[config.mk]
export PLATFORM = sky130hd
export DESIGN_NAME = videoSync
export DESIGN_NICKNAME = d
export VERILOG_FILES = /design/src/hw/lspcPkg.sv /design/src/hw/videoSync.sv
export SDC_FILE = /design/constraint.sdc
export NUM_CORES = 1
export LEC_CHECK = 0
export ABC_AREA = 1
export BUFFER_PORTS_ARGS = -buffer_cell sky130_fd_sc_hd__buf_2
export CAP_MARGIN = 10
export CORE_MARGIN = 3
export CORE_UTILIZATION = 57
export CTS_BUF_LIST = sky130_fd_sc_hd__clkbuf_4 sky130_fd_sc_hd__clkbuf_8
export DETAILED_ROUTE_END_ITERATION = 8
export PLACE_DENSITY_LB_ADDON = 0.15
export SLEW_MARGIN = 10
export SYNTH_ARGS = -nofsm -noshare
export SYNTH_HDL_FRONTEND = slang
export SYNTH_SLANG_ARGS = --single-unit
[constraint.sdc]
create_clock -name CLK_24M -period 2.1 [get_ports CLK_24M]
set_input_delay 0.105 -clock CLK_24M [delete_from_list [all_inputs] [get_ports CLK_24M]]
set_output_delay 0.105 -clock CLK_24M [all_outputs]
set_load 0.1 [all_outputs]
[src/hw/lspcPkg.sv]
package lspcPkg;

	// Raster geometry, counted in 6 MHz pixels and lines
	localparam logic [8:0] hTotal      = 9'd384;	// Pixels per line
	localparam logic [8:0] vTotal      = 9'd264;	// Lines per frame
	localparam logic [8:0] hSyncEnd    = 9'd31;	// Last pixel of HSYNC
	localparam logic [8:0] hBlankStart = 9'd320;	// Right border starts here
	localparam logic [8:0] vBlankStart = 9'd240;	// First line of bottom blank
	localparam logic [8:0] vBlankEnd   = 9'd16;	// First visible line
	localparam logic [8:0] vSyncLines  = 9'd8;	// VSYNC at top of frame

	// CPU register indices, word address bits 3:1
	localparam logic [2:0] regVramAddr = 3'd0;
	localparam logic [2:0] regVramRw   = 3'd1;
	localparam logic [2:0] regVramMod  = 3'd2;
	localparam logic [2:0] regLspcMode = 3'd3;
	localparam logic [2:0] regIrqAck   = 3'd6;

	// Upper VRAM zone, words
	localparam int unsigned fastZoneSize = 2048;

	// LSPCMODE as seen by a CPU read
	typedef struct packed {
		logic [8:0] lineCount;	// Current raster line
		logic [3:0] rsvd;
		logic [2:0] aaCount;	// Auto-animation tile
	} lspcModeRdT;

	// LSPCMODE as seen by a CPU write
	typedef struct packed {
		logic [7:0] aaSpeed;	// Frames per AA step, minus one
		logic [3:0] rsvdHi;
		logic       aaDisable;
		logic [2:0] rsvdLo;
	} lspcModeWrT;

	// Same address, different meaning on read and on write
	typedef union packed {
		lspcModeRdT lspcModeRd;
		lspcModeWrT lspcModeWr;
	} lspcModeU;

endpackage

[src/hw/videoSync.sv]
`timescale 1ns/1ps

module videoSync (
	input  logic       CLK_24M,
	input  logic       RESETP,
	output logic       clk6mEn,
	output logic       clk8mEn,
	output logic [8:0] hCount,
	output logic [8:0] vCount,
	output logic       hSync,
	output logic       vSync,
	output logic       hBlank,
	output logic       vBlank,
	output logic       vBlankStartPulse
);

	import lspcPkg::*;

	logic [1:0] clkDiv;	// 24M / 4
	logic [1:0] div3;	// 24M / 3
	logic       hWrap;	// Last pixel of line
	logic [8:0] hNext;
	logic [8:0] vNext;

	always_ff @(posedge CLK_24M or posedge RESETP)
	begin
		if (RESETP)
		begin
			clkDiv <= 2'd0;
			div3 <= 2'd0;
		end
		else
		begin
			clkDiv <= clkDiv + 2'd1;
			div3 <= (div3 == 2'd2) ? 2'd0 : div3 + 2'd1;	// 0,1,2
		end
	end

	assign clk6mEn = (clkDiv == 2'd3);
	assign clk8mEn = (div3 == 2'd2);

	// Counter values after the coming pixel edge
	assign hWrap = (hCount == hTotal - 9'd1);
	assign hNext = hWrap ? 9'd0 : hCount + 9'd1;
	always_comb
	begin
		vNext = vCount;
		if (hWrap)
			vNext = (vCount == vTotal - 9'd1) ? 9'd0 : vCount + 9'd1;	// New frame
	end

	// Counters and decoded sync stepped on the pixel enable
	always_ff @(posedge CLK_24M or posedge RESETP)
	begin
		if (RESETP)
		begin
			hCount <= 9'd0;
			vCount <= 9'd0;
			hSync <= 1'b0;
			vSync <= 1'b0;
			hBlank <= 1'b0;
			vBlank <= 1'b0;
		end
		else if (clk6mEn)
		begin
			hCount <= hNext;
			vCount <= vNext;
			hSync <= (hNext <= hSyncEnd);
			hBlank <= (hNext >= hBlankStart);
			vSync <= (vNext < vSyncLines);
			vBlank <= (vNext >= vBlankStart) || (vNext < vBlankEnd);	// Bottom and top borders
		end
	end

	// Edge that moves vCount onto the first blanked line
	assign vBlankStartPulse = clk6mEn && hWrap && (vCount == vBlankStart - 9'd1);

	hCountRange: assert property (@(posedge CLK_24M) disable iff (RESETP)
		hCount < hTotal);

	// Pulse lands on the pixel edge that enters line 240
	vbsOnPixel: assert property (@(posedge CLK_24M) disable iff (RESETP)
		vBlankStartPulse |=> vBlank && (vCount == vBlankStart) && (hCount == 9'd0));

endmodule

==> results.md <==
- Status: finished, final reports clean
- PwrDens: roughly 410 nW/um^2
- Switch share: 0.195
- Port bufs: 26
- Seq cells post-synth: 26
- WL final: 3500 um
- Area leader, netlist: dfrtp_1
- Final Skew: 0.00180 ns
- Gate power share: 0.017
- RSZ-0062 raised after global routing: false
- Row Count: 18
- Family with the most delay on the worst path: simple AND/OR/NAND/NOR gates
- Critical Path Max Stage Delay: 0.48 ns
- Final core utilization: 0.727
- FF+latch area: 684 sq um
- First-pass DRT Iterations: 4
- Avg WL per Cell: roughly 13 um
- Final Cell Area: 1830 sq um
- N_diodes: 0
- Number of CTS-inserted buffers: 3
- Hold Crit Class: in -> async
- Clk Latency, worst-skew pair: 0.31 ns
- Synth Warn #: 0
- Internal power: 0.000609 W
- First-pass GRT wire length: 5930 um
- Netlist cell types: 23
- Cells after Synth: 208
- Required @ worst endpoint: 2.00 ns
- Initial antenna violation count: 0
- H-tree depth: 1
- Crit path launch type: flip-flop
- Post-Synth Adder-Cell Area: 0.0326
- Fin nets: between 200 and 250
- Area growth syn-to-layout: 19.4%
- CTS tree: done
- Most frequent cells in the layout: 70 x nand2_1, 25 x buf_2, 23 x inv_1, 19 x nor2_1, 18 x o21ai_0
- Final TNS setup: 0 ns
- Ports: 27
- Final Hold Viols: 0
- Initial Util: 0.609
- CTS Sinks: 26
- Maxcap violations: 0
- XOR/XNOR Fraction of Synth Area: 0.0171
- Top cells by area, synth: dfrtp_1 42%, nand2_1 17%, o21ai_0 5.9%, inv_1 5.6%, nor2_1 4.6%
- Slew Viols, Final: 0
- Full die area: 3350 sq um
- Die Ht: 57.9 um
- Detailed Place HPWL: approximately 2700 um
- Crit-path slowest cell: dfrtp_4
- R2r setup slk: 0.47 ns
- Multiplexer share of the synthesized area: 0
- Crit end category: output port
- Fmax: approximately 0.5 GHz
- Crit-path max FO: 15
- Slew @ Worst Pin: 0.619 ns
- Avg Inst Size Synth: between 7 and 8 sq um
- Area share of the largest cell type after synthesis: 0.423
- Vias per cell: 5.40
- GPL Wtd Cong: 0.932
- Synth Area in Simple Gates: 0.370
- Fill count: between 200 and 250
- Area of the multi-input gates: 816 sq um
- Cell area after synthesis: 1540 sq um
- Remaining global-route overflow: 0
- Register area share after synthesis: 0.423
- Vias: approximately 1400
- CTS Root Cell: clkbuf_4
- CP most frequent cell: nand2_4
- Post-route ant nets: 0
- DP Area: between 1500 and 2000 sq um
- Reg power frac: 0.660
- Relative slew slack: 0.587
- CTS max path bufs: 2
- Max VDD drop: 0.000418 V
- Syn Nets: 214
- Width of the die: 57.9 um
- Commonest non-fill, non-tap cell in the layout: nand2_1
- Hold WS: about 0.39 ns
- Number of global-route vias before repair: between 1000 and 1500
- Largest net degree at the start of global routing: 19
- Core ar.: 2520 sq um
- Crit path arrival time: 1.84 ns
- Sw Pwr: 0.000148 W
- Worst Path Buf+Inv: 1
- Power share of the clock group: 0.322
- Initial DRC count: 88
- Pre-CTS setup slack: 0.432 ns
- Layout cell share with drive strength beyond 1: 0.252
- Final min period: 1.95 ns
- Critical path type: reg -> out
- Compound-Gate Fraction of Synth Area: 0.0896
- Worst-path cell chain: nand2_4 > nor2_4 > nand3_4 > nor2_8 > nand2_4 > nor4_4 > buf_12
- DRC Markers: 0
- LEAKAGE: 0.922 nW
- Final setup viols: 0
- Main combinational cell family by area after synthesis: simple AND/OR/NAND/NOR gates
- GRT Util Overall: 0.227
- Final worst slack: 0.150 ns
- Final worst path period share: 0.928
- Clk slew on worst S/H paths: 0.13 ns
final timing paths:
path | from | endpoint | cells past startpoint
hold reg to reg | clkDiv[0]$_DFF_PP0_ | clkDiv[0]$_DFF_PP0_ | 1
min in group CLK_24M | clkDiv[0]$_DFF_PP0_ | clkDiv[0]$_DFF_PP0_ | 1
setup reg to reg | hCount[0]$_DFFE_PP0P_ | vBlank$_DFFE_PP0P_ | 11
max in group asynchronous | RESETP | vCount[3]$_DFFE_PP0P_ | 4
hold / removal | RESETP | hCount[1]$_DFFE_PP0P_ | 3
setup / recovery | hCount[4]$_DFFE_PP0P_ | vBlankStartPulse | 7
final cells by class:
type	instances	area share
clock buffer	4	0.0198
multi-input combinational	155	0.445
timing repair buffer	29	0.0928
sequential	26	0.373
inverter	24	0.0491
tap	30	0.0205
worst min-delay path: stages:
cell	delay, ns
dlygate4sd3_1	0.53
buf_2	0.12
inv_1	0.45
cells by family (layout without fill, tap and decap cells):
| group | Yosys count | count (layout) |
|---|---|---|
| buffers and inverters | 27 | 57 |
| XOR/XNOR | 3 | 3 |
| flip-flops | 26 | 26 |
| AO/OA/AOI/OAI | 27 | 27 |
| adder cells (fa/ha/maj) | 4 | 4 |
| AND/OR/NAND/NOR | 121 | 121 |
metal layers:
| layer | track usage | vias up | routed length (um) |
|---|---|---|---|
| met5 | 0 | - | 0 |
| met4 | 0.0795 | 0 | 44 |
| met3 | 0.0334 | 4 | 169 |
| met2 | 0.361 | 53 | 1680 |
| met1 | 0.318 | 671 | 1600 |
| li1 | - | 720 | - |
repair_timing:
action                                  in CTS  in global routing
endpoints found under the setup margin       0                  1
gates resized for setup                      0                  0
hold endpoints to repair                    15                  0
hold buffers                                 1                  0
buffers inserted                             0                  0
flip-flops by register name, summed over array words and instances (netlist names):
signal and count:
div3 2, vCount 9, vSync 1, hBlank 1, hSync 1, vBlank 1
clkDiv 2, hCount 9
power by group through the flow:
stage,clock network (W),logic (W),registers [W]
floorplan,0,0.00000743,0.000510
global placement,0,0.0000119,0.000510
detailed placement,0,0.0000126,0.000510
CTS,0.000249,0.0000139,0.000500
global route,0.000271,0.0000150,0.000501
finish,0.000244,0.0000130,0.000500
metrics by stage:
stage | std cells | power [W]
2_1_floorplan | 208 | 0.000518
3_3_place_gp | 263 | 0.000522
3_5_place_dp | 263 | 0.000523
4_1_cts | 268 | 0.000764
5_1_grt | 268 | 0.000787
6_report | 268 | 0.000758
cell usage after synthesis:
master    number
buf_2          2
inv_1         23
nor2_8         1
nand3_4        2
nand2_1       70
nand3_1       14
nor4_2         1
o21a_1         1
clkinv_1       1
o21ai_1        4
nand4_1        2
nor3_1         2
a21oi_1        4
nand3b_1       1
clkbuf_1       1
dfrtp_1       26
o21ai_0       18
ha_1           4
nor2_2         3
xnor2_1        3
nor2_4         2
nor2_1        19
nand2_2        4
Note: power is estimated with default switching activity, not from simulation.
