===== config.mk =====
export PLATFORM = sky130hd
export DESIGN_NAME = autoAnim
export DESIGN_NICKNAME = d
export VERILOG_FILES = /design/src/hw/autoAnim.sv
export SDC_FILE = /design/constraint.sdc
export NUM_CORES = 1
export LEC_CHECK = 0
export BUFFER_PORTS_ARGS = -buffer_cell sky130_fd_sc_hd__buf_4
export CORE_AREA = 2 2 39 41
export CTS_BUF_LIST = sky130_fd_sc_hd__clkbuf_8 sky130_fd_sc_hd__clkbuf_16
export DETAILED_ROUTE_END_ITERATION = 10
export DIE_AREA = 0 0 41 43
export GPL_TIMING_DRIVEN = 0
export PLACE_DENSITY_LB_ADDON = 0.05
export SYNTH_ARGS = -nofsm -noshare
export SYNTH_HDL_FRONTEND = slang
export SYNTH_SLANG_ARGS = --single-unit

===== constraint.sdc =====
create_clock -name CLK_24M -period 2.1 [get_ports CLK_24M]
set_input_delay 0.42 -clock CLK_24M [delete_from_list [all_inputs] [get_ports CLK_24M]]
set_output_delay 0.42 -clock CLK_24M [all_outputs]
set_load 0.01 [all_outputs]

===== src/hw/autoAnim.sv =====
`timescale 1ns/1ps

module autoAnim (
	input  logic       CLK_24M,
	input  logic       RESETP,
	input  logic       vBlankStartPulse,
	input  logic [7:0] aaSpeed,
	input  logic       aaDisable,
	output logic [2:0] aaCount
);

	logic [7:0] frameCnt;	// Vblanks since last step
	logic       stepNow;

	// One count per vblank pulse and held while disabled
	assign stepNow = vBlankStartPulse && !aaDisable && (frameCnt == aaSpeed);

	always_ff @(posedge CLK_24M or posedge RESETP)
	begin
		if (RESETP)
		begin
			frameCnt <= 8'd0;
			aaCount <= 3'd0;
		end
		else if (vBlankStartPulse && !aaDisable)
		begin
			if (stepNow)
			begin
				frameCnt <= 8'd0;
				aaCount <= aaCount + 3'd1;	// Wraps at 8 tiles
			end
			else
				frameCnt <= frameCnt + 8'd1;
		end
	end

endmodule


==> impl_results.md, run 1 <==
- Layout cell share with drive strength beyond 1: 0.250
- Wire per inst: 11.8 microns
- Worst flop-to-flop path startpoint: frameCnt[3]$_DFFE_PP0P_
- Die Wd: 41 microns
- Fin crit share: 0.805
- Clk pwr share: 0.292
- WP buf/inv: 0
- Number of diodes: 0
- CTS tree: done
- Hold-fix buffer count after cts: 0
- Status: completed
- All-Layer GR Usage: 0.165
- CP Capture Type: flip-flop
- Fraction of power consumed by sequential logic: 0.470
- Dpl hpwl: 841 microns
- Worst Max-Slew Pin Slew: 0.440 ns
- Leak: 0.384 nW
- First-pass GRT wire length: between 1500 and 2000 microns
- GPL Wtd Cong: 0.729
- Worst-Skew Late Latency: 0.23 ns
- Power per cell area: 879 nW/um^2
- DIE AREA: between 1500 and 2000 sq um
- Yosys reg bits: 11
- Final Net Count: 95
- Largest net degree at the start of global routing: 12
- Area grow syn2layout: 27.3%
- Syn Area/Cell: approximately 10 sq um
- Initial antenna violation count: 0
- Startpoint Class: flip-flop
- Initial Util: 0.450
- Critical Path AT: 1.81 ns
- Fin. max-slew vios: 0
- Reg2reg end: aaCount[1]$_DFFE_PP0P_
- Post-CTS resize count: 0
- Cell Int Power: 476 uW
- CTS Sinks: 11
- RSZ-0062 raised after global routing: no
- Final hold viol count: 0
- Die H: 43 microns
- YS warnings: 0
- Post-CTS Setup Inserts: 0
- Htree depth: 1
- Slowest stage delay, CP: 0.46 ns
- # setup viols final: 0
- Crit-path slowest cell: dfrtp_1
- Final cell count without fillers: 96
- Cell family with most CP delay: simple AND/OR/NAND/NOR gates
- # rows: 14
- Sum Neg Setup Slack: 0 ns
- Vias per cell: ~5
- Max Freq: between 0.5 and 0.6 GHz
- Global route overflow: 0
- Clock Tree Root: clkbuf_8
- Drt initial violations: 2
- Total vias in the final route: between 400 and 500
- Number of global-route vias before repair: 473
- DRC Markers: 0
- Psw: 222 uW
- Dpl cells: 92
- WS Path Type: flip-flop to flip-flop
- Worst EP required: 2.22 ns
- Worst R2R Path Depth: 4
- Fin crit period: 1.69 ns
- Setup slack, reg-to-reg: ~0.41 ns
- Max clock buf depth: 2
- Sw frac: 0.318
- Worst Hold Class: input port to asynchronous set/reset pin
- Synth cell types: 17
- VDD IR max: 427 uV
- Mapped cell area: 623 sq um
- I/O Buffers: 14
- Seq/Total Area, Yosys: 0.442
- Num CTS Buffers: 3
- Ports: 15
- Setup Skew: 0.00196 ns
- Synth Instances: 62
- Crit Path Max Fanout: 10
- Total Wirelength: ~1100 microns
- Worst-path clk slew: 0.05 ns
- Combinational share of power: 0.238
- Pre-antenna DRT Iters: 4
- Crit path cell chain: xnor2_1 -> nand3_1 -> nor3_4 -> mux2_4
- MaxCap Viol Count: 0
- Relative slew slack: 0.706
- CORE AREA: ~1400 sq um
- Routed Antenna Nets: 0
- Post-synthesis net count: 76
-- through the flow --
stage / area (sq um) / setup WS, ns / hold slack (ns) / total power [mW] / utilization
floorplan: 623 / 0.555 / 0.272 / 0.442 / -
global placement: 748 / 0.289 / 0.449 / 0.493 / 0.541
detailed placement: 748 / 0.290 / 0.447 / 0.497 / 0.541
CTS: 793 / 0.379 / 0.198 / 0.704 / 0.573
global route: 793 / 0.256 / 0.228 / 0.747 / 0.573
finish: 793 / 0.410 / 0.184 / 0.698 / 0.573
-- area by class of cell --
class | instances | area, sq um
clock inverters | 1 | 3.75
flip-flops and latches | 11 | 275
inverters | 1 | 3.75
fillers | 130 | 591
multi-input cells | 50 | 344
well taps | 16 | 20.0
clock buffers | 3 | 41.3
repair buffers | 14 | 105
-- worst max path at each step --
stage / cells past startpoint / endpoint / slack [ns] / startpoint
floorplan: 4 / aaCount[1]$_DFFE_PP0P_ / 0.56 / aaDisable
global placement: 5 / aaCount[1]$_DFFE_PP0P_ / 0.29 / aaDisable
detailed placement: 5 / aaCount[1]$_DFFE_PP0P_ / 0.29 / aaDisable
CTS: 4 / aaCount[1]$_DFFE_PP0P_ / 0.38 / frameCnt[3]$_DFFE_PP0P_
global route: 4 / aaCount[1]$_DFFE_PP0P_ / 0.26 / frameCnt[3]$_DFFE_PP0P_
finish: 4 / aaCount[1]$_DFFE_PP0P_ / 0.41 / frameCnt[3]$_DFFE_PP0P_
-- Yosys cell counts --
master    instances  area share
nor3_1            3       0.024
and3_1            1       0.010
xnor2_1          11        0.15
o21ai_0           2       0.016
nor3_4            1       0.026
nand2b_1          2       0.020
nor2_1            7       0.042
ha_1              2       0.040
nand4_1           4       0.040
nand3b_1          1       0.012
dfrtp_1          11        0.44
xor2_1            5       0.070
and2b_2           1       0.014
nand2_1           7       0.042
nand3_1           2       0.016
mux2_4            1       0.024
inv_1             1      0.0060
-- metal layers --
| layer | vias up | track usage | routed length, microns |
|---|---|---|---|
| met2 | 13 | 0.225 | 524 |
| met3 | 4 | 0.0471 | 47 |
| met5 | - | 0 | 0 |
| met4 | 0 | 0.0800 | 19 |
| met1 | 230 | 0.232 | 540 |
| li1 | 244 | - | - |
-- state kept, by name (all words and copies together), names as in the netlist --
signal    cells
aaCount       3
frameCnt      8
-- power by group through the flow --
stage	sequential, mW	clock [mW]	combinational [mW]
floorplan	0.316	0	0.126
global route	0.337	0.218	0.192
finish	0.328	0.203	0.166
CTS	0.328	0.207	0.169
detailed placement	0.330	0	0.167
global placement	0.330	0	0.164
-- cells by family after synthesis --
logic type,after synthesis,synth area share
compound gates,2,0.0161
xor+xnor,16,0.225
mux,1,0.0241
fa+ha+maj,2,0.0402
buf+inv,1,0.00602
flops,11,0.442
simple gates,29,0.247
-- worst reg2reg max path: stages, from the launching register on --
cell     delay (ns)
dfrtp_1        0.46
xnor2_1        0.19
nand3_1        0.16
nor3_4         0.43
mux2_4         0.34
-- layout by cell type (no fill, tap or decap) --
master     n
nand2_1    7
o21ai_0    2
nor2_1     7
xor2_1     5
nor3_1     3
nand3_1    2
nand4_1    4
nor3_4     1
buf_4     14
mux2_4     1
ha_1       2
and3_1     1
and2b_2    1
dfrtp_1   11
nand2b_1   2
nand3b_1   1
xnor2_1   11
clkbuf_8   3
inv_1      2
Note: power is estimated with default switching activity, not from simulation.
==> run 2, diff against run 1 <==
- CORE_AREA: 2 2 39 41 -> default
- CORE_UTILIZATION: default -> 45
- DIE_AREA: 0 0 41 43 -> default
- clock period: 2.1 -> 1.4 ns (I/O delays scaled with it)
==> impl_results.md, run 2 (synthesis results as in run 1) <==
- Power per cell area: between 1000 and 1500 nW/um^2
- Largest Register: frameCnt
- Worst EP required: 1.52 ns
- Pre-antenna DRT Iters: 4
- Die Wd: 39.2 microns
- CTS Sinks: 11
- Worst flop-to-flop path startpoint: frameCnt[2]$_DFFE_PP0P_
- Largest net degree at the start of global routing: 12
- Layout cell share with drive strength beyond 1: 0.436
- Vias per cell: 5.12
- Area grow syn2layout: 50.6%
- Setup slack, reg-to-reg: -0.06 ns
- Worst Hold Class: input port to asynchronous set/reset pin
- # setup viols final: 5
- Hold-fix buffer count after cts: 0
- Design Area, Final: 938 sq um
- MaxCap Viol Count: 0
- Worst Max-Slew Pin Slew: 0.432 ns
- GPL Wtd Cong: 0.672
- Critical Path AT: 1.58 ns
- Ports: 15
- I/O Buffers: 14
- Worst-path clk slew: 0.05 ns
- Crit path launch: frameCnt[2]$_DFFE_PP0P_
- Htree depth: 1
- Hold Slack: 0.0365 ns
- CORE AREA: 1300 sq um
- Final hold viol count: 0
- Number of global-route vias before repair: 500
- DRC Markers: 0
- Leak: between 0.4 and 0.5 nW
- WS Path Type: flip-flop to flip-flop
- Final Net Count: 109
- Die H: just under 40 microns
- Largest regs: frameCnt (8), aaCount (3)
- Largest register FFs: 8
- Worst R2R Path Depth: 4
- First-pass GRT wire length: 2070 microns
- Clock Tree Root: clkbuf_8
- Commonest non-fill, non-tap cell in the layout: buf_4
- All-Layer GR Usage: 0.214
- Drt initial violations: 11
- Dpl cell area: 747 sq um
- Final cell count without fillers: 109
- CP Capture Type: flip-flop
- Initial antenna violation count: 0
- Max Freq: 0.685 GHz
- Initial Util: 0.479
- Num CTS Buffers: 3
- Commonest non-fill, non-tap cells in the layout: buf_4 (27), dfrtp_1 (10), xnor2_1 (9), nand2_1 (7)
- Relative slew slack: 0.712
- Post-route setup slack: -0.0597 ns
- Status: finished, violations left
- Max clock buf depth: 2
- Dpl hpwl: 862 microns
- # rows: 13
- Total vias in the final route: approximately 560
- Reg2reg end: aaCount[1]$_DFFE_PP0P_
- Total Wirelength: between 1000 and 1500 microns
- Fin. max-slew vios: 0
- Fin crit share: 1.04
- Failing checks: negative setup slack
- Setup Skew: 0.00709 ns
- DIE AREA: approximately 1500 sq um
- Dpl ws: -0.288 ns
- Fin crit period: 1.46 ns
- RSZ-0062 raised after global routing: yes
- Crit Path Max Fanout: 5
- Startpoint Class: flip-flop
- Number of diodes: 0
- Wire per inst: around 12 microns
- VDD IR max: 735 uV
- Worst-Skew Late Latency: 0.24 ns
- Routed Antenna Nets: 0
- # fillers: 103
- Dpl cells: 91
- Global route overflow: 0
- CTS tree: done
[run 2: cell types whose count changed in the layout (fill, tap and decap cells not counted), sizes merged]
cell  change
buf      +14
[run 2: worst max path at each step]
stage,slack [ns],cells past startpoint,end
6_report,-0.06,4,aaCount[1]$_DFFE_PP0P_
5_1_grt,-0.16,4,aaCount[1]$_DFFE_PP0P_
4_1_cts,-0.05,4,aaCount[1]$_DFFE_PP0P_
3_5_place_dp,-0.29,4,aaCount[1]$_DFFE_PP0P_
3_3_place_gp,-0.28,4,aaCount[1]$_DFFE_PP0P_
2_1_floorplan,-0.1,4,aaCount[1]$_DFFE_PP0P_
[run 2: area by class of cell]
type                            count  area, sq um  share of cell area
Timing Repair Buffer               28          214               0.228
Inverter                            1         3.75             0.00400
Multi-Input combinational cell     50          380               0.405
Clock buffer                        3         41.3              0.0440
Clock inverter                      1         3.75             0.00400
Tap cell                           15         18.8              0.0200
Sequential cell                    11          277               0.295
[run 2: metal layers]
| metal | vias to the layer above | share of wire | GRT usage |
|---|---|---|---|
| met5 | - | 0 | 0 |
| met4 | 0 | 0.0076 | 0.0776 |
| met3 | 2 | 0.048 | 0.104 |
| met2 | 11 | 0.52 | 0.358 |
| met1 | 274 | 0.43 | 0.230 |
| li1 | 271 | - | - |
[run 2: through the flow]
step | setup TNS [ns] | power (mW) | util
floorplan | -0.0982 | 0.663 | -
global placement | -0.929 | 0.735 | 0.574
detailed placement | -1.06 | 0.748 | 0.574
CTS | -0.0646 | 1.15 | 0.679
global route | -1.16 | 1.28 | 0.721
finish | -0.147 | 1.20 | 0.721
[run 2: where the power goes]
| group | internal, mW | switching, mW |
|---|---|---|
| Clock | 0.193 | 0.120 |
| Sequential | 0.389 | 0.0666 |
| Combinational | 0.240 | 0.195 |
| Total | 0.821 | 0.382 |
[run 2: critical path, stage by stage, from the launching register on]
cell     delay [ns]
dfrtp_1        0.45
xnor2_2        0.19
nand2_1        0.12
nor3_4         0.27
mux2_4         0.32
[run 2: timing repair]
action,4_1_cts,5_1_grt
gates resized for setup,1,8
setup endpoints to repair,10,11
pin swaps,5,4
setup buffers,12,3
==> run 3, diff against run 2 <==
- MAX_ROUTING_LAYER: default -> met4
==> impl_results.md, run 3 (synthesis results as in run 1) <==
- Dpl ws: -0.288 ns
- Largest net degree at the start of global routing: 12
- Worst Hold Class: input port to asynchronous set/reset pin
- Clk pwr share: 0.260
- Commonest non-fill, non-tap cells in the layout: buf_4 (27), dfrtp_1 (10), xnor2_1 (9), nand2_1 (7)
- Worst R2R Path Depth: 4
- DIE AREA: 1540 sq um
- VDD IR max: between 700 and 800 uV
- Critical Path AT: 1.58 ns
- Reg2reg end: aaCount[1]$_DFFE_PP0P_
- Final hold viol count: 0
- Dpl cells: 91
- Number of diodes: 0
- Cell family with most CP delay: flip-flops
- Dpl cell area: 747 sq um
- Startpoint Class: flip-flop
- CTS Sinks: 11
- Post-route setup slack: -0.0597 ns
- Commonest non-fill, non-tap cell in the layout: buf_4
- First-pass GRT wire length: 2080 microns
- Crit Path Max Fanout: 5
- WP depth: 4
- Final Net Count: 109
- Clock Tree Root: clkbuf_8
- I/O Buffers: 14
- Setup slack, reg-to-reg: -0.06 ns
- Largest regs: frameCnt (8), aaCount (3)
- Final cell count without fillers: approximately 110
- Failing checks: negative setup slack
- Worst Max-Slew Pin Slew: 0.427 ns
- Initial antenna violation count: 0
- Max clock buf depth: 2
- Max Freq: 0.685 GHz
- CP Capture Type: flip-flop
- Combinational share of power: 0.363
- Die Wd: just under 40 microns
- Area grow syn2layout: 50.6%
- Htree depth: 1
- Ports: 15
- Die H: 39.2 microns
- Wire per inst: between 10 and 15 microns
- Total Wirelength: 1310 microns
- Hold-fix buffer count after cts: 0
- Slowest stage delay, CP: between 0.4 and 0.5 ns
- Initial Util: 0.479
- Design Area, Final: 938 sq um
- Crit path cell chain: xnor2_2 -> nand2_1 -> nor3_4 -> mux2_4
- GPL Wtd Cong: between 0.6 and 0.7
- Worst-Skew Late Latency: 0.24 ns
- Fraction of power consumed by sequential logic: 0.378
- Total vias in the final route: 557
- Fin. max-slew vios: 0
- Crit path launch: frameCnt[2]$_DFFE_PP0P_
- Total chip power: 1.21 mW
- Fin crit period: 1.46 ns
- MaxCap Viol Count: 0
- Largest Register: frameCnt
- Sw frac: 0.319
- Power per cell area: ~1300 nW/um^2
- Largest register FFs: 8
- Global route overflow: 0
- Fin util: 0.721
- # setup viols final: 5
- Layout cell share with drive strength beyond 1: 0.436
- Leak: 0.476 nW
- DRC Markers: 0
- # rows: 13
- Worst EP required: 1.52 ns
- Fin crit share: 1.04
- RSZ-0062 raised after global routing: yes
- Worst-path clk slew: 0.05 ns
- Drt initial violations: 6
- Vias per cell: 5.11
- Routed Antenna Nets: 0
- WP buf/inv: 0
- Crit-path slowest cell: dfrtp_1
- Setup Skew: 0.00633 ns
- Cell Int Power: 821 uW
- Pre-antenna DRT Iters: 4
- All-Layer GR Usage: 0.221
- CTS tree: done
- Dpl hpwl: 862 microns
- Relative slew slack: 0.715
- Num CTS Buffers: 3
- CORE AREA: 1300 sq um
- Psw: 384 uW
- WS Path Type: flip-flop to flip-flop
- Status: finished, violations left
- Number of global-route vias before repair: roughly 500
- Worst flop-to-flop path startpoint: frameCnt[2]$_DFFE_PP0P_
-- run 3: cell counts in the layout (fill, tap and decap cells not counted) --
No cell type changed its count.
-- run 3: through the flow --
step / TNS [ns] / hold WS [ns]
after detailed placement: -1.06 / 0.309
after CTS: -0.0646 / 0.0529
after global placement: -0.929 / 0.314
final: -0.148 / 0.0354
after global routing: -1.01 / 0.0889
after floorplan: -0.0982 / 0.132
-- run 3: cell type report --
type                       count  area [sq um]
timing repair buffer          28           214
sequential                    11           277
inverter                       1          3.75
clock inverter                 1          3.75
multi-input combinational     50           380
fill                         103           363
tap                           15          18.8
clock buffer                   3          41.3
-- run 3: how the worst max path moves through the flow --
stage                                   endpoint  slack, ns
after global routing      aaCount[1]$_DFFE_PP0P_      -0.14
after detailed placement  aaCount[1]$_DFFE_PP0P_      -0.29
after global placement    aaCount[1]$_DFFE_PP0P_      -0.28
final                     aaCount[1]$_DFFE_PP0P_      -0.06
after floorplan           aaCount[1]$_DFFE_PP0P_       -0.1
after CTS                 aaCount[1]$_DFFE_PP0P_      -0.05
-- run 3: power groups by stage --
stage,clock network [mW],registers (mW),logic [mW]
detailed placement,0,0.493,0.255
finish,0.313,0.455,0.437
global route,0.338,0.464,0.482
floorplan,0,0.474,0.189
global placement,0,0.491,0.244
CTS,0.318,0.449,0.387
-- run 3: metal layers --
metal / vias up / global-route usage / share of wire
li1: 271 / - / -
met2: 11 / 0.358 / 0.51
met3: 2 / 0.104 / 0.049
met4: 0 / 0.0776 / 0.0076
met5: - / - / 0
met1: 273 / 0.234 / 0.43
-- run 3: worst reg2reg max path, stage by stage, from the launching register on --
cell and delay [ns]:
dfrtp_1 0.45, xnor2_2 0.18, nand2_1 0.12, nor3_4 0.27, mux2_4 0.32
-- run 3: timing repair --
item                                    CTS  global route
pin swaps                                 5             4
setup buffers                            12             3
gates resized for setup                   1             8
hold endpoints to repair                  0             0
endpoints found under the setup margin   10            11
