--- src/hw/lspcPkg.sv ---
package lspcPkg;

	// Raster geometry, counted in 6 MHz pixels and lines
	localparam logic [8:0] hTotal      = 9'd384;	// Pixels per line
	localparam logic [8:0] vTotal      = 9'd264;	// Lines per frame
	localparam logic [8:0] hSyncEnd    = 9'd31;	// Last pixel of HSYNC
	localparam logic [8:0] hBlankStart = 9'd320;	// Right border starts here
	localparam logic [8:0] vBlankStart = 9'd240;	// First line of bottom blank
	localparam logic [8:0] vBlankEnd   = 9'd16;	// First visible line
	localparam logic [8:0] vSyncLines  = 9'd8;	// VSYNC at top of frame

	// CPU register indices, word address bits 3:1
	localparam logic [2:0] regVramAddr = 3'd0;
	localparam logic [2:0] regVramRw   = 3'd1;
	localparam logic [2:0] regVramMod  = 3'd2;
	localparam logic [2:0] regLspcMode = 3'd3;
	localparam logic [2:0] regIrqAck   = 3'd6;

	// Upper VRAM zone, words
	localparam int unsigned fastZoneSize = 2048;

	// LSPCMODE as seen by a CPU read
	typedef struct packed {
		logic [8:0] lineCount;	// Current raster line
		logic [3:0] rsvd;
		logic [2:0] aaCount;	// Auto-animation tile
	} lspcModeRdT;

	// LSPCMODE as seen by a CPU write
	typedef struct packed {
		logic [7:0] aaSpeed;	// Frames per AA step, minus one
		logic [3:0] rsvdHi;
		logic       aaDisable;
		logic [2:0] rsvdLo;
	} lspcModeWrT;

	// Same address, different meaning on read and on write
	typedef union packed {
		lspcModeRdT lspcModeRd;
		lspcModeWrT lspcModeWr;
	} lspcModeU;

endpackage

--- src/hw/vramBusIf.sv ---
`timescale 1ns/1ps

// CPU side VRAM requests, register block to slot unit
interface vramBusIf;

	logic [15:0] addr;	// Bit 15 picks fast zone
	logic [15:0] wrData;	// Write latch contents
	logic        writeReq;	// Level, held until ack
	logic        reloadReq;	// Pulse, refresh read buffer
	logic        writeAck;	// One cycle, write done
	logic [15:0] rdData;	// Read buffer

	modport regs (
		output addr,
		output wrData,
		output writeReq,
		output reloadReq,
		input  writeAck,
		input  rdData
	);

	// Memory side answers
	modport mem (
		input  addr,
		input  wrData,
		input  writeReq,
		input  reloadReq,
		output writeAck,
		output rdData
	);

endinterface

--- src/hw/cpuRegs.sv ---
`timescale 1ns/1ps

module cpuRegs (
	input  logic        CLK_24M,
	input  logic        RESETP,
	input  logic [3:1]  cpuAddr,
	input  logic [15:0] cpuWrData,
	input  logic        cpuWe,
	output logic [15:0] cpuRdData,
	output logic        vramBusy,
	output logic        irqVblank,
	input  logic        vBlankStartPulse,
	input  logic [8:0]  vCount,
	input  logic [2:0]  aaCount,
	output logic [7:0]  aaSpeed,
	output logic        aaDisable,
	vramBusIf.regs      vram
);

	import lspcPkg::*;

	logic [15:0] vramAddr;	// Zone bit + word address
	logic [15:0] vramMod;	// Added after each write
	logic [15:0] wrLatch;
	logic        writeReq;
	logic        reloadReq;
	lspcModeU    modeWr;	// Incoming LSPCMODE word
	lspcModeU    modeRd;	// Outgoing LSPCMODE word

	assign modeWr = cpuWrData;

	always_ff @(posedge CLK_24M or posedge RESETP)
	begin
		if (RESETP)
		begin
			vramAddr <= 16'd0;
			vramMod <= 16'd0;
			writeReq <= 1'b0;
			reloadReq <= 1'b0;
			aaSpeed <= 8'd0;
			aaDisable <= 1'b0;
		end
		else
		begin
			reloadReq <= 1'b0;
			if (vram.writeAck)
			begin
				writeReq <= 1'b0;	// Latch released
				// Zone bit stays, offset wraps in 15 bits
				vramAddr <= {vramAddr[15], vramAddr[14:0] + vramMod[14:0]};
			end
			if (cpuWe)
			begin
				case (cpuAddr)
					regVramAddr:
					begin
						vramAddr <= cpuWrData;
						reloadReq <= 1'b1;	// Refill read buffer
					end
					regVramRw: writeReq <= 1'b1;
					regVramMod: vramMod <= cpuWrData;
					regLspcMode:
					begin
						aaSpeed <= modeWr.lspcModeWr.aaSpeed;
						aaDisable <= modeWr.lspcModeWr.aaDisable;
					end
					default: ;
				endcase
			end
		end
	end

	// Write data latch
	always_ff @(posedge CLK_24M)
	begin
		if (cpuWe && (cpuAddr == regVramRw))
			wrLatch <= cpuWrData;
	end

	// VBL interrupt, set beats ack
	always_ff @(posedge CLK_24M or posedge RESETP)
	begin
		if (RESETP)
			irqVblank <= 1'b0;
		else if (vBlankStartPulse)
			irqVblank <= 1'b1;
		else if (cpuWe && (cpuAddr == regIrqAck))
			irqVblank <= 1'b0;
	end

	always_comb
	begin
		modeRd = '0;
		modeRd.lspcModeRd.lineCount = vCount;
		modeRd.lspcModeRd.aaCount = aaCount;
	end

	// Read mux, no register stage
	always_comb
	begin
		case (cpuAddr)
			regVramAddr, regVramRw: cpuRdData = vram.rdData;
			regVramMod: cpuRdData = vramMod;
			regLspcMode: cpuRdData = modeRd;
			default: cpuRdData = 16'd0;
		endcase
	end

	assign vramBusy = writeReq;
	assign vram.addr = vramAddr;
	assign vram.wrData = wrLatch;
	assign vram.writeReq = writeReq;
	assign vram.reloadReq = reloadReq;

	// CPU must wait for the previous VRAM write
	noWriteWhileBusy: assert property (@(posedge CLK_24M) disable iff (RESETP)
		!(cpuWe && (cpuAddr == regVramRw) && vramBusy));

endmodule

--- src/flat_wrapper.sv ---
// flat-port wrapper written by rule: the top's interface ports become plain ports
module cpuRegs_flat import lspcPkg::*;
  (CLK_24M, RESETP, cpuAddr, cpuWrData, cpuWe, cpuRdData, vramBusy, irqVblank, vBlankStartPulse, vCount, aaCount, aaSpeed, aaDisable, vram_addr, vram_wrData, vram_writeReq, vram_reloadReq, vram_writeAck, vram_rdData);
  vramBusIf vram_i ();
  input  logic CLK_24M;
  input  logic RESETP;
  input  logic [3:1] cpuAddr;
  input  logic [15:0] cpuWrData;
  input  logic cpuWe;
  output logic [15:0] cpuRdData;
  output logic vramBusy;
  output logic irqVblank;
  input  logic vBlankStartPulse;
  input  logic [8:0] vCount;
  input  logic [2:0] aaCount;
  output logic [7:0] aaSpeed;
  output logic aaDisable;
  output wire logic [$bits(vram_i.addr)-1:0] vram_addr;
  output wire logic [$bits(vram_i.wrData)-1:0] vram_wrData;
  output wire logic [$bits(vram_i.writeReq)-1:0] vram_writeReq;
  output wire logic [$bits(vram_i.reloadReq)-1:0] vram_reloadReq;
  input wire logic [$bits(vram_i.writeAck)-1:0] vram_writeAck;
  input wire logic [$bits(vram_i.rdData)-1:0] vram_rdData;
  assign vram_addr = vram_i.addr;
  assign vram_wrData = vram_i.wrData;
  assign vram_writeReq = vram_i.writeReq;
  assign vram_reloadReq = vram_i.reloadReq;
  assign vram_i.writeAck = vram_writeAck;
  assign vram_i.rdData = vram_rdData;
  cpuRegs u_core (.CLK_24M(CLK_24M), .RESETP(RESETP), .cpuAddr(cpuAddr), .cpuWrData(cpuWrData), .cpuWe(cpuWe), .cpuRdData(cpuRdData), .vramBusy(vramBusy), .irqVblank(irqVblank), .vBlankStartPulse(vBlankStartPulse), .vCount(vCount), .aaCount(aaCount), .aaSpeed(aaSpeed), .aaDisable(aaDisable), .vram(vram_i));
endmodule
--- config.mk ---
export PLATFORM = sky130hd
export DESIGN_NAME = cpuRegs_flat
export DESIGN_NICKNAME = d
export VERILOG_FILES = /design/src/hw/lspcPkg.sv /design/src/hw/vramBusIf.sv /design/src/hw/cpuRegs.sv /design/src/flat_wrapper.sv
export SDC_FILE = /design/constraint.sdc
export NUM_CORES = 1
export LEC_CHECK = 0
export ABC_AREA = 1
export BUFFER_PORTS_ARGS = -buffer_cell sky130_fd_sc_hd__buf_2
export CAP_MARGIN = 0
export CORE_UTILIZATION = 30
export CTS_BUF_LIST = sky130_fd_sc_hd__clkbuf_8
export DETAILED_ROUTE_END_ITERATION = 16
export SLEW_MARGIN = 10
export SYNTH_ARGS = -nofsm -noshare
export SYNTH_HDL_FRONTEND = slang
export SYNTH_SLANG_ARGS = --single-unit
--- constraint.sdc ---
create_clock -name CLK_24M -period 1.65 [get_ports CLK_24M]
set_input_delay 0.33 -clock CLK_24M [delete_from_list [all_inputs] [get_ports CLK_24M]]
set_output_delay 0.33 -clock CLK_24M [all_outputs]
set_load 0.005 [all_outputs]
==> flow_summary.ini, run 1 <==
[detailed_routing]
vias = 3396
initialDrtViolationCount = 190
drt_pre_antenna_iters = 4
vias_per_cell = 4.633
routedWlPerCell_um = 14.11
routed_wl_um = 10340
drtAntennaViolNets = 0
drc = 0

[timing]
fmax_ghz = 0.5876
finalHoldViolations = 0
worst_slew_pin_slew_ns = 0.3644
fin_crit_sh = 1.031
setup_viol = 6
layout_setup_ws_ns = -0.05178
slew_violations = 0
worst_slew_margin_rel = 0.7562
finalClockSkew_ns = 0.009318
rsz0062_at_grt = yes
min_period_ns = 1.702

[critical_path]
path_class = register to register
crit_family = adder cells
cpPeakStageDelay_ns = 0.38
path_cells = ha_2, fa_2, nand2_2, buf_4, a21oi_4, nand3_2, nand3_1, nand2_1, nand3_1, a21oi_2
cp_data_arrival_time_ns = 1.99
path_common_cell = nand3_1
cp.required_ns = 1.94
end_kind = register
cp_max_fo = 3
path_buf_inv = 1
cp-start-kind = register
cpMaxStageDelayCell = dfrtp_1

[die]
dieArea_sq_um = 12030
initial_core_util = 0.3140
num_rows = 38
coreArea_sq_um = 11080
chipHeight_um = 109.7
pin_count = 113
die_w_um = 109.7

[grt]
gr-usage-met1 = 0.2214
met2_usage = 0.2992
grt.overflow.total = 0
grt_util_all_layers = 0.1773
grt_pass1_vias = 3248
grt_pass1_wl_um = 15900
antenna_found_initial = 0
grt-busiest-layer = met2
grt_max_degree = 45
met3_usage = 0.05039

[power]
ir_drop_mv = 0.6228
leakagePower_nw = 2.613
cellPowerDensity_nw_per_um2 = 1479

[clocking]
cts_max_path_buffers = 2
cts_max_level = 3
clkSlewWorstSetupHoldPaths_ns = 0.07
cts_hold_buf = 0
cts.sinks = 60
cts_made_buffers = 9
cts-root-buf = clkbuf_8
clk_latency_ns = 0.35
cts_tree = yes

[finish]
design_area_sq_um = 5009
multiInputGateArea_sq_um = 1847
nNetsFinal = 655
final-instance-count-excl-fill = 733
register_area_sq_um = 1583
antennaDiodeCount = 0
area_growth_pct = 43.99
fill_cells = 1113
drive_gt1_frac = 0.3862

[job]
drv_cap = 0

[placement]
place_area_sq_um = 4441
finalWeightedCongestion = 0.8253
dp_worst_setup_slack_ns = -0.06085
port_buffers = 112
place_hpwl_um = 7857
dp.cells = 711

[yosys]
synth_top_area_frac = 0.3165
synth_area_leader_cell = dfrtp_1
synth.cell_area_sq_um = 3478
yosysMostFrequentCell = nand2_1
synthTopCellsByCount = 149 x nand2_1, 63 x inv_1, 44 x dfrtp_1
synth.yosys.seq_area_share = 0.4547
synth_edf_count = 16
synth_area_leaders = dfrtp_1 32%, nand2_1 16%, edfxtp_1 14%
synth_flop_cell = dfrtp_1
avgSynthCellArea_sq_um = 7.923
yosysUniqueCellTypes = 33
syn_inst = 439
synth-seq-cells = 60
async_flop_share = 0.7333
syn-num-nets = 506
ys_warn_count = 0

[outcome]
violations = setup timing
status = finished with violations

[worst_hold_path]
hp-class = input pin to asynchronous set/reset pin
cells in the final DEF, fill, tap and decap left out, types with 12 or more instances in the layout:
cell,count
buf_4,35
ha_4,12
inv_1,63
buf_2,112
nand3_1,19
nor2_1,21
dfrtp_1,43
edfxtp_1,16
nand2_1,140
o21ai_0,17
o21ai_1,15
report_power, final:
part | internal (W) | switching [W] | total [W]
logic | 0.00173 | 0.00185 | 0.00357
clock network | 0.00103 | 0.000604 | 0.00164
registers | 0.00185 | 0.000342 | 0.00219
total | 0.00462 | 0.00279 | 0.00741
layout make-up:
class | count | area share
Inverter | 66 | 0.04946
Clock inverter | 6 | 0.02073
Timing Repair Buffer | 152 | 0.1826
Multi-Input combinational cell | 299 | 0.3687
Tap cell | 140 | 0.03497
Sequential cell | 60 | 0.3160
Clock buffer | 10 | 0.02748
worst min-delay path: cells and delay by family:
kind | cells | cell delay, ns
buffers and inverters | 3 | 0.40
registers in the layout (all words and copies together), names as in the netlist:
register	flops
u_core.vram.addr	16
u_core.vram.wrData	16
u_core.vramMod	16
u_core.aaSpeed	8
u_core.aaDisable	1
u_core.irqVblank	1
u_core.vram.reloadReq	1
u_core.vram.writeReq	1
through the flow:
stage / util / hold slack [ns] / TNS [ns] / total power (W)
after floorplan: - / 0.4038 / 0 / 0.003968
after global placement: 0.4008 / 0.3936 / -0.02531 / 0.005022
after detailed placement: 0.4008 / 0.3903 / -0.2085 / 0.005089
after CTS: 0.4253 / 0.002908 / -0.04472 / 0.006818
after global routing: 0.4521 / 0.02007 / -0.9160 / 0.008029
final: 0.4521 / 0.007445 / -0.2256 / 0.007407
routing by layer:
| metal | wire length (um) | up-vias |
|---|---|---|
| li1 | - | 1703 |
| met1 | 4506 | 1574 |
| met2 | 5072 | 112 |
| met3 | 667 | 7 |
| met4 | 91 | 0 |
| met5 | 0 | - |
timing repair:
action,4_1_cts,5_1_grt
setup endpoints to repair,6,15
resized for setup,5,45
setup buffers,2,4
pin swaps,2,9
worst paths after layout:
check                                       start  slack, ns  depth (start not counted)              endpoint
worst max-delay path            u_core.vramMod[0]      -0.05                         10  u_core.vram.addr[12]
worst min-delay path                       RESETP      0.007                          3   u_core.vram.addr[2]
worst max register to register  u_core.vramMod[0]      -0.05                         10  u_core.vram.addr[12]
worst min register to register   u_core.irqVblank       0.48                          1      u_core.irqVblank
max in group asynchronous                  RESETP       1.42                          3     u_core.aaSpeed[5]
min in group CLK_24M             vBlankStartPulse       0.16                          2      u_core.irqVblank
logic make-up after synthesis:
group,after synthesis,share of synthesized area
simple gates,212,0.2572
buf+inv,80,0.09604
compound gates,65,0.1130
flops,60,0.4547
fa+ha+maj,15,0.05612
xor+xnor,4,0.01007
mux,3,0.01295
(Power assumes the default switching activity.)
==> run 2: changes to the inputs <==
--- a/config.mk
+++ b/config.mk
@@ -8,9 +8,11 @@
 export ABC_AREA = 1
 export BUFFER_PORTS_ARGS = -buffer_cell sky130_fd_sc_hd__buf_2
 export CAP_MARGIN = 0
-export CORE_UTILIZATION = 30
+export CORE_MARGIN = 4
+export CORE_UTILIZATION = 40
 export CTS_BUF_LIST = sky130_fd_sc_hd__clkbuf_8
 export DETAILED_ROUTE_END_ITERATION = 16
+export PLACE_DENSITY = 0.68
 export SLEW_MARGIN = 10
 export SYNTH_ARGS = -nofsm -noshare
 export SYNTH_HDL_FRONTEND = slang
==> run 2 against run 1 <==
Against the previous run:
- the flow still finishes with violations (setup timing)
- total power down 6.8%
- cell count down 5.6%
- flip-flop and latch count unchanged
- final area down 4.6%
- global-route usage up 1.5 points
- maximum frequency down 2.3%
- sequential share of layout area up 1.6 points
- worst setup slack worse by 0.041 ns
- sequential power about the same
- non-clock buffer count down 6
- critical path depth down 2
- largest power group unchanged
- highest routed layer unchanged
==> flow_summary.ini, run 2 (same netlist as run 1, synthesis figures left out) <==
[clocking]
cts-root-buf = clkbuf_8
cts_max_level = 3
cts_tree = yes
cts.sinks = 60
clk_latency_ns = 0.33
cts_hold_buf = 0
cts_max_path_buffers = 2
cts_made_buffers = 9
clkSlewWorstSetupHoldPaths_ns = 0.07

[detailed_routing]
routed_wl_um = 10130
vias_per_cell = 4.887
highest_layer = met4
vias = 3382
drc = 0
met3_length_um = 786
drtAntennaViolNets = 0
initialDrtViolationCount = 147
routedWlPerCell_um = 14.63
drt_pre_antenna_iters = 4
drt-met1-wl_um = 4262
wl_met2_um = 4906

[timing]
layout_setup_ws_ns = -0.09253
finalClockSkew_ns = 0.009236
finalHoldViolations = 0
worst_slew_margin_rel = 0.6257
fmax_ghz = 0.5739
worst_slew_pin_slew_ns = 0.5607
fin_crit_sh = 1.056
rsz0062_at_grt = yes
slew_violations = 0
min_period_ns = 1.743
setup_viol = 7

[finish]
antennaDiodeCount = 0
final_cell_mix = 140 x nand2_1, 112 x buf_2, 64 x inv_1, 41 x dfrtp_1, 29 x buf_4
area_growth_pct = 37.37
nNetsFinal = 649
drive_gt1_frac = 0.3612
mostFrequentLayoutCell = nand2_1

[die]
num_rows = 33
die_w_um = 101.3
coreArea_sq_um = 8341
dieArea_sq_um = 10250
pin_count = 113
initial_core_util = 0.4170
chipHeight_um = 101.3

[critical_path]
worst-r2r-cell-count = 8
cp.required_ns = 1.88
r2r_start = u_core.vramMod[0]
r2r-end = u_core.vram.addr[2]
path_class = register to register
cp_max_fo = 2
end_kind = register
cp_data_arrival_time_ns = 1.97
cp-start-kind = register
r2r_setup_slack_ns = -0.09
cp-endpoint = u_core.vram.addr[2]
crit_start = u_core.vramMod[0]

[power]
ir_drop_mv = 0.8132
cellPowerDensity_nw_per_um2 = 1445
p_total_w = 0.006903
leakagePower_nw = 2.543

[placement]
place_hpwl_um = 7642
port_buffers = 112
finalWeightedCongestion = 0.8530
dp_worst_setup_slack_ns = -0.06232

[grt]
grt_pass1_wl_um = 15460
antenna_found_initial = 0
grt_util_all_layers = 0.1926
grt_max_degree = 45
grt_pass1_vias = 3219
grt.overflow.total = 0

[outcome]
status = finished with violations
violations = setup timing

[worst_hold_path]
hp-class = input pin to asynchronous set/reset pin

[job]
drv_cap = 0
-- run 2: changes by cell type in the layout (fill, tap and decap cells not counted), sizes merged --
cell / previous run / this run
buf: 152 / 146
bufinv: 3 / 1
clkbuf: 10 / 9
clkinv: 3 / 4
clkinvlp: 0 / 1
inv: 66 / 67
-- run 2: worst min path at each step --
stage                                 end  slack (ns)  cells past startpoint
floorplan           u_core.vram.reloadReq        0.40                      1
global placement    u_core.vram.reloadReq        0.39                      3
detailed placement  u_core.vram.reloadReq        0.39                      3
CTS                 u_core.vram.reloadReq        0.03                      3
global route             u_core.irqVblank        0.04                      3
finish              u_core.vram.reloadReq        0.02                      3
-- run 2: repair_timing --
item	4_1_cts	5_1_grt
pin swaps	4	12
buffers inserted	0	3
gates resized for setup	5	35
endpoints found under the setup margin	6	15
-- run 2: cell type report --
class / instances / area, sq um
Tap cell: 105 / 131.4
Clock inverter: 7 / 60.06
Fill cell: 785 / 3562
Clock buffer: 9 / 123.9
Inverter: 66 / 247.7
Multi-Input combinational cell: 299 / 1778
Timing Repair Buffer: 146 / 852.1
Sequential cell: 60 / 1585
-- run 2: through the flow --
| stage | setup TNS, ns | cell area (sq um) | hold WS, ns | util | instances |
|---|---|---|---|---|---|
| after floorplan | 0 | 3486 | 0.4038 | - | 439 |
| final | -0.3138 | 4778 | 0.02136 | 0.5729 | 692 |
| after detailed placement | -0.1759 | 4349 | 0.3933 | 0.5215 | 673 |
| after global routing | -1.117 | 4778 | 0.03696 | 0.5729 | 692 |
| after CTS | -0.1270 | 4558 | 0.02501 | 0.5465 | 689 |
| after global placement | -0.009555 | 4349 | 0.3902 | 0.5215 | 673 |
-- run 2: power breakdown --
part           switching (W)  leakage [nW]  internal, W  total [W]
Sequential          0.000354         0.680      0.00186    0.00221
Clock               0.000585         0.101     0.000678    0.00126
Combinational        0.00177          1.76      0.00166    0.00343
Total                0.00271          2.54      0.00419    0.00690
-- run 2: worst max-delay path: stages, from the launching register on --
cell	delay (ns)
dfrtp_1	0.39
ha_2	0.21
fa_2	0.38
buf_4	0.15
buf_6	0.11
xnor2_2	0.13
o21ai_1	0.07
o21ai_1	0.15
inv_1	0.05
-- run 2: metal layers --
layer,vias up,global-route usage
met3,14,0.05785
met2,117,0.3260
met4,0,0.04294
met1,1562,0.2436
li1,1689,-
met5,-,0
==> run 3: changes to the inputs <==
--- a/config.mk
+++ b/config.mk
@@ -12,7 +12,7 @@
 export CORE_UTILIZATION = 40
 export CTS_BUF_LIST = sky130_fd_sc_hd__clkbuf_8
 export DETAILED_ROUTE_END_ITERATION = 16
-export PLACE_DENSITY = 0.68
+export PLACE_DENSITY = 0.74
 export SLEW_MARGIN = 10
 export SYNTH_ARGS = -nofsm -noshare
 export SYNTH_HDL_FRONTEND = slang
==> run 3 against run 2 <==
Against the previous run:
- the flow still finishes with violations (setup timing)
- final area up 2.1%
- utilization up 1.2 points
- flip-flop and latch count unchanged
- clock skew about the same
- worst hold slack worse by 0.017 ns
- die area unchanged
- clock power up 22%
- routed wire length up 4.9%
- worst setup slack worse by 0.019 ns
- maximum frequency down 1.1%
- total power up 5.8%
==> flow_summary.ini, run 3 (same netlist as run 1, synthesis figures left out) <==
[power]
p_total_w = 0.007301
sw_frac_of_total = 0.3908
cellPowerDensity_nw_per_um2 = 1497
p_clk_frac = 0.211
p_comb_frac = 0.486
p_seq_frac = 0.303
ir_drop_mv = 0.7971
leakagePower_nw = 2.572
p_int_w = 0.004448
power.switching_w = 0.002853

[clocking]
cts_max_level = 3
cts_tree = yes
cts.sinks = 60
cts_hold_buf = 0
clkSlewWorstSetupHoldPaths_ns = 0.07
cts_max_path_buffers = 2
cts_made_buffers = 9
clk_latency_ns = 0.35
cts-root-buf = clkbuf_8

[timing]
fin_crit_sh = 1.067
finalClockSkew_ns = 0.009343
layout_setup_ws_ns = -0.1111
setup_viol = 4
slew_violations = 0
rsz0062_at_grt = yes
worst_slew_pin_slew_ns = 0.5825
min_period_ns = 1.761
setup_tns_ns = -0.2808
fmax_ghz = 0.5678
worst_slew_margin_rel = 0.6111
finalHoldViolations = 0

[finish]
multiInputGateArea_sq_um = 1795
fill_cells = 722
mostFrequentLayoutCell = nand2_1
area_growth_pct = 40.22
final_cell_mix = 143 x nand2_1, 112 x buf_2, 61 x inv_1, 39 x dfrtp_1, 33 x buf_4
design_area_sq_um = 4877
final_util = 0.5848
antennaDiodeCount = 0
nNetsFinal = 653
drive_gt1_frac = 0.3807
register_area_sq_um = 1588

[grt]
grt_pass1_wl_um = 16090
antenna_found_initial = 0
grt_util_all_layers = 0.2008
grt_max_degree = 45
grt_pass1_vias = 3389
grt.overflow.total = 0

[critical_path]
cp_data_arrival_time_ns = 2.04
cp-start-kind = register
end_kind = register
cp.required_ns = 1.93
path_class = register to register
cp_max_fo = 4

[die]
pin_count = 113
coreArea_sq_um = 8341
dieArea_sq_um = 10250
chipHeight_um = 101.3
num_rows = 33
die_w_um = 101.3
initial_core_util = 0.4170

[placement]
place_area_sq_um = 4347
place_hpwl_um = 7690
port_buffers = 112
finalWeightedCongestion = 0.8844

[detailed_routing]
vias_per_cell = 5.055
routed_wl_um = 10630
drtAntennaViolNets = 0
vias = 3518
drc = 0
routedWlPerCell_um = 15.27
drt_pre_antenna_iters = 5
initialDrtViolationCount = 146

[job]
drv_cap = 0

[outcome]
status = finished with violations
violations = setup timing

[worst_hold_path]
hp-class = input pin to asynchronous set/reset pin
-- run 3: worst max-delay path, cell delays in order (launching register included) --
cell and delay (ns):
dfrtp_1 0.39, ha_2 0.20, fa_2 0.35, nand2_2 0.08
nand2_1 0.04, nand3_1 0.07, nand2_2 0.09, nand2_1 0.10
nand2_1 0.06, nand2_1 0.07, nand3_1 0.08, a21oi_1 0.13
-- run 3: final timing paths --
kind | start | endpoint | slack [ns] | depth (start not counted)
worst max-delay path | u_core.vram.addr[0] | u_core.vram.addr[10] | -0.11 | 11
worst min-delay path | RESETP | u_core.vram.writeReq | 0.004 | 3
worst max register to register | u_core.vram.addr[0] | u_core.vram.addr[10] | -0.11 | 11
worst min register to register | u_core.irqVblank | u_core.irqVblank | 0.48 | 1
max in group asynchronous | RESETP | u_core.vramMod[11] | 1.41 | 3
min in group CLK_24M | vBlankStartPulse | u_core.irqVblank | 0.15 | 2
-- run 3: repair_timing --
action / CTS / global route
cloned: 0 / 0
gates resized for setup: 8 / 37
setup endpoints to repair: 9 / 14
buffers inserted: 1 / 8
pin swaps: 2 / 6
-- run 3: metal layers --
layer | vias up | track usage | part of all wire
met4 | 0 | 0.07362 | 0.031
met3 | 27 | 0.05716 | 0.079
met5 | - | 0 | 0
met2 | 150 | 0.3380 | 0.49
met1 | 1643 | 0.2454 | 0.40
li1 | 1698 | - | -
-- run 3: power groups by stage --
stage	Combinational [W]	Sequential (W)	Clock [W]
final	0.00355	0.00221	0.00154
after global routing	0.00401	0.00225	0.00162
after CTS	0.00299	0.00213	0.00155
after detailed placement	0.00288	0.00214	0
after global placement	0.00280	0.00212	0
after floorplan	0.00185	0.00212	0
-- run 3: area by class of cell --
cell class,instances,area share
Tap cell,105,0.02694
Clock inverter,6,0.01770
Inverter,66,0.05080
Clock buffer,10,0.02822
Timing Repair Buffer,150,0.1827
Multi-Input combinational cell,299,0.3681
Sequential cell,60,0.3256
-- run 3: stage by stage --
stage          hold WS, ns  worst slack, ns  cells
2_1_floorplan       0.4038          0.01911    439
3_3_place_gp        0.3890         -0.01549    671
3_5_place_dp        0.3904         -0.09330    671
4_1_cts            0.01321         -0.05528    688
5_1_grt            0.03960          -0.1947    696
6_report          0.004001          -0.1111    696
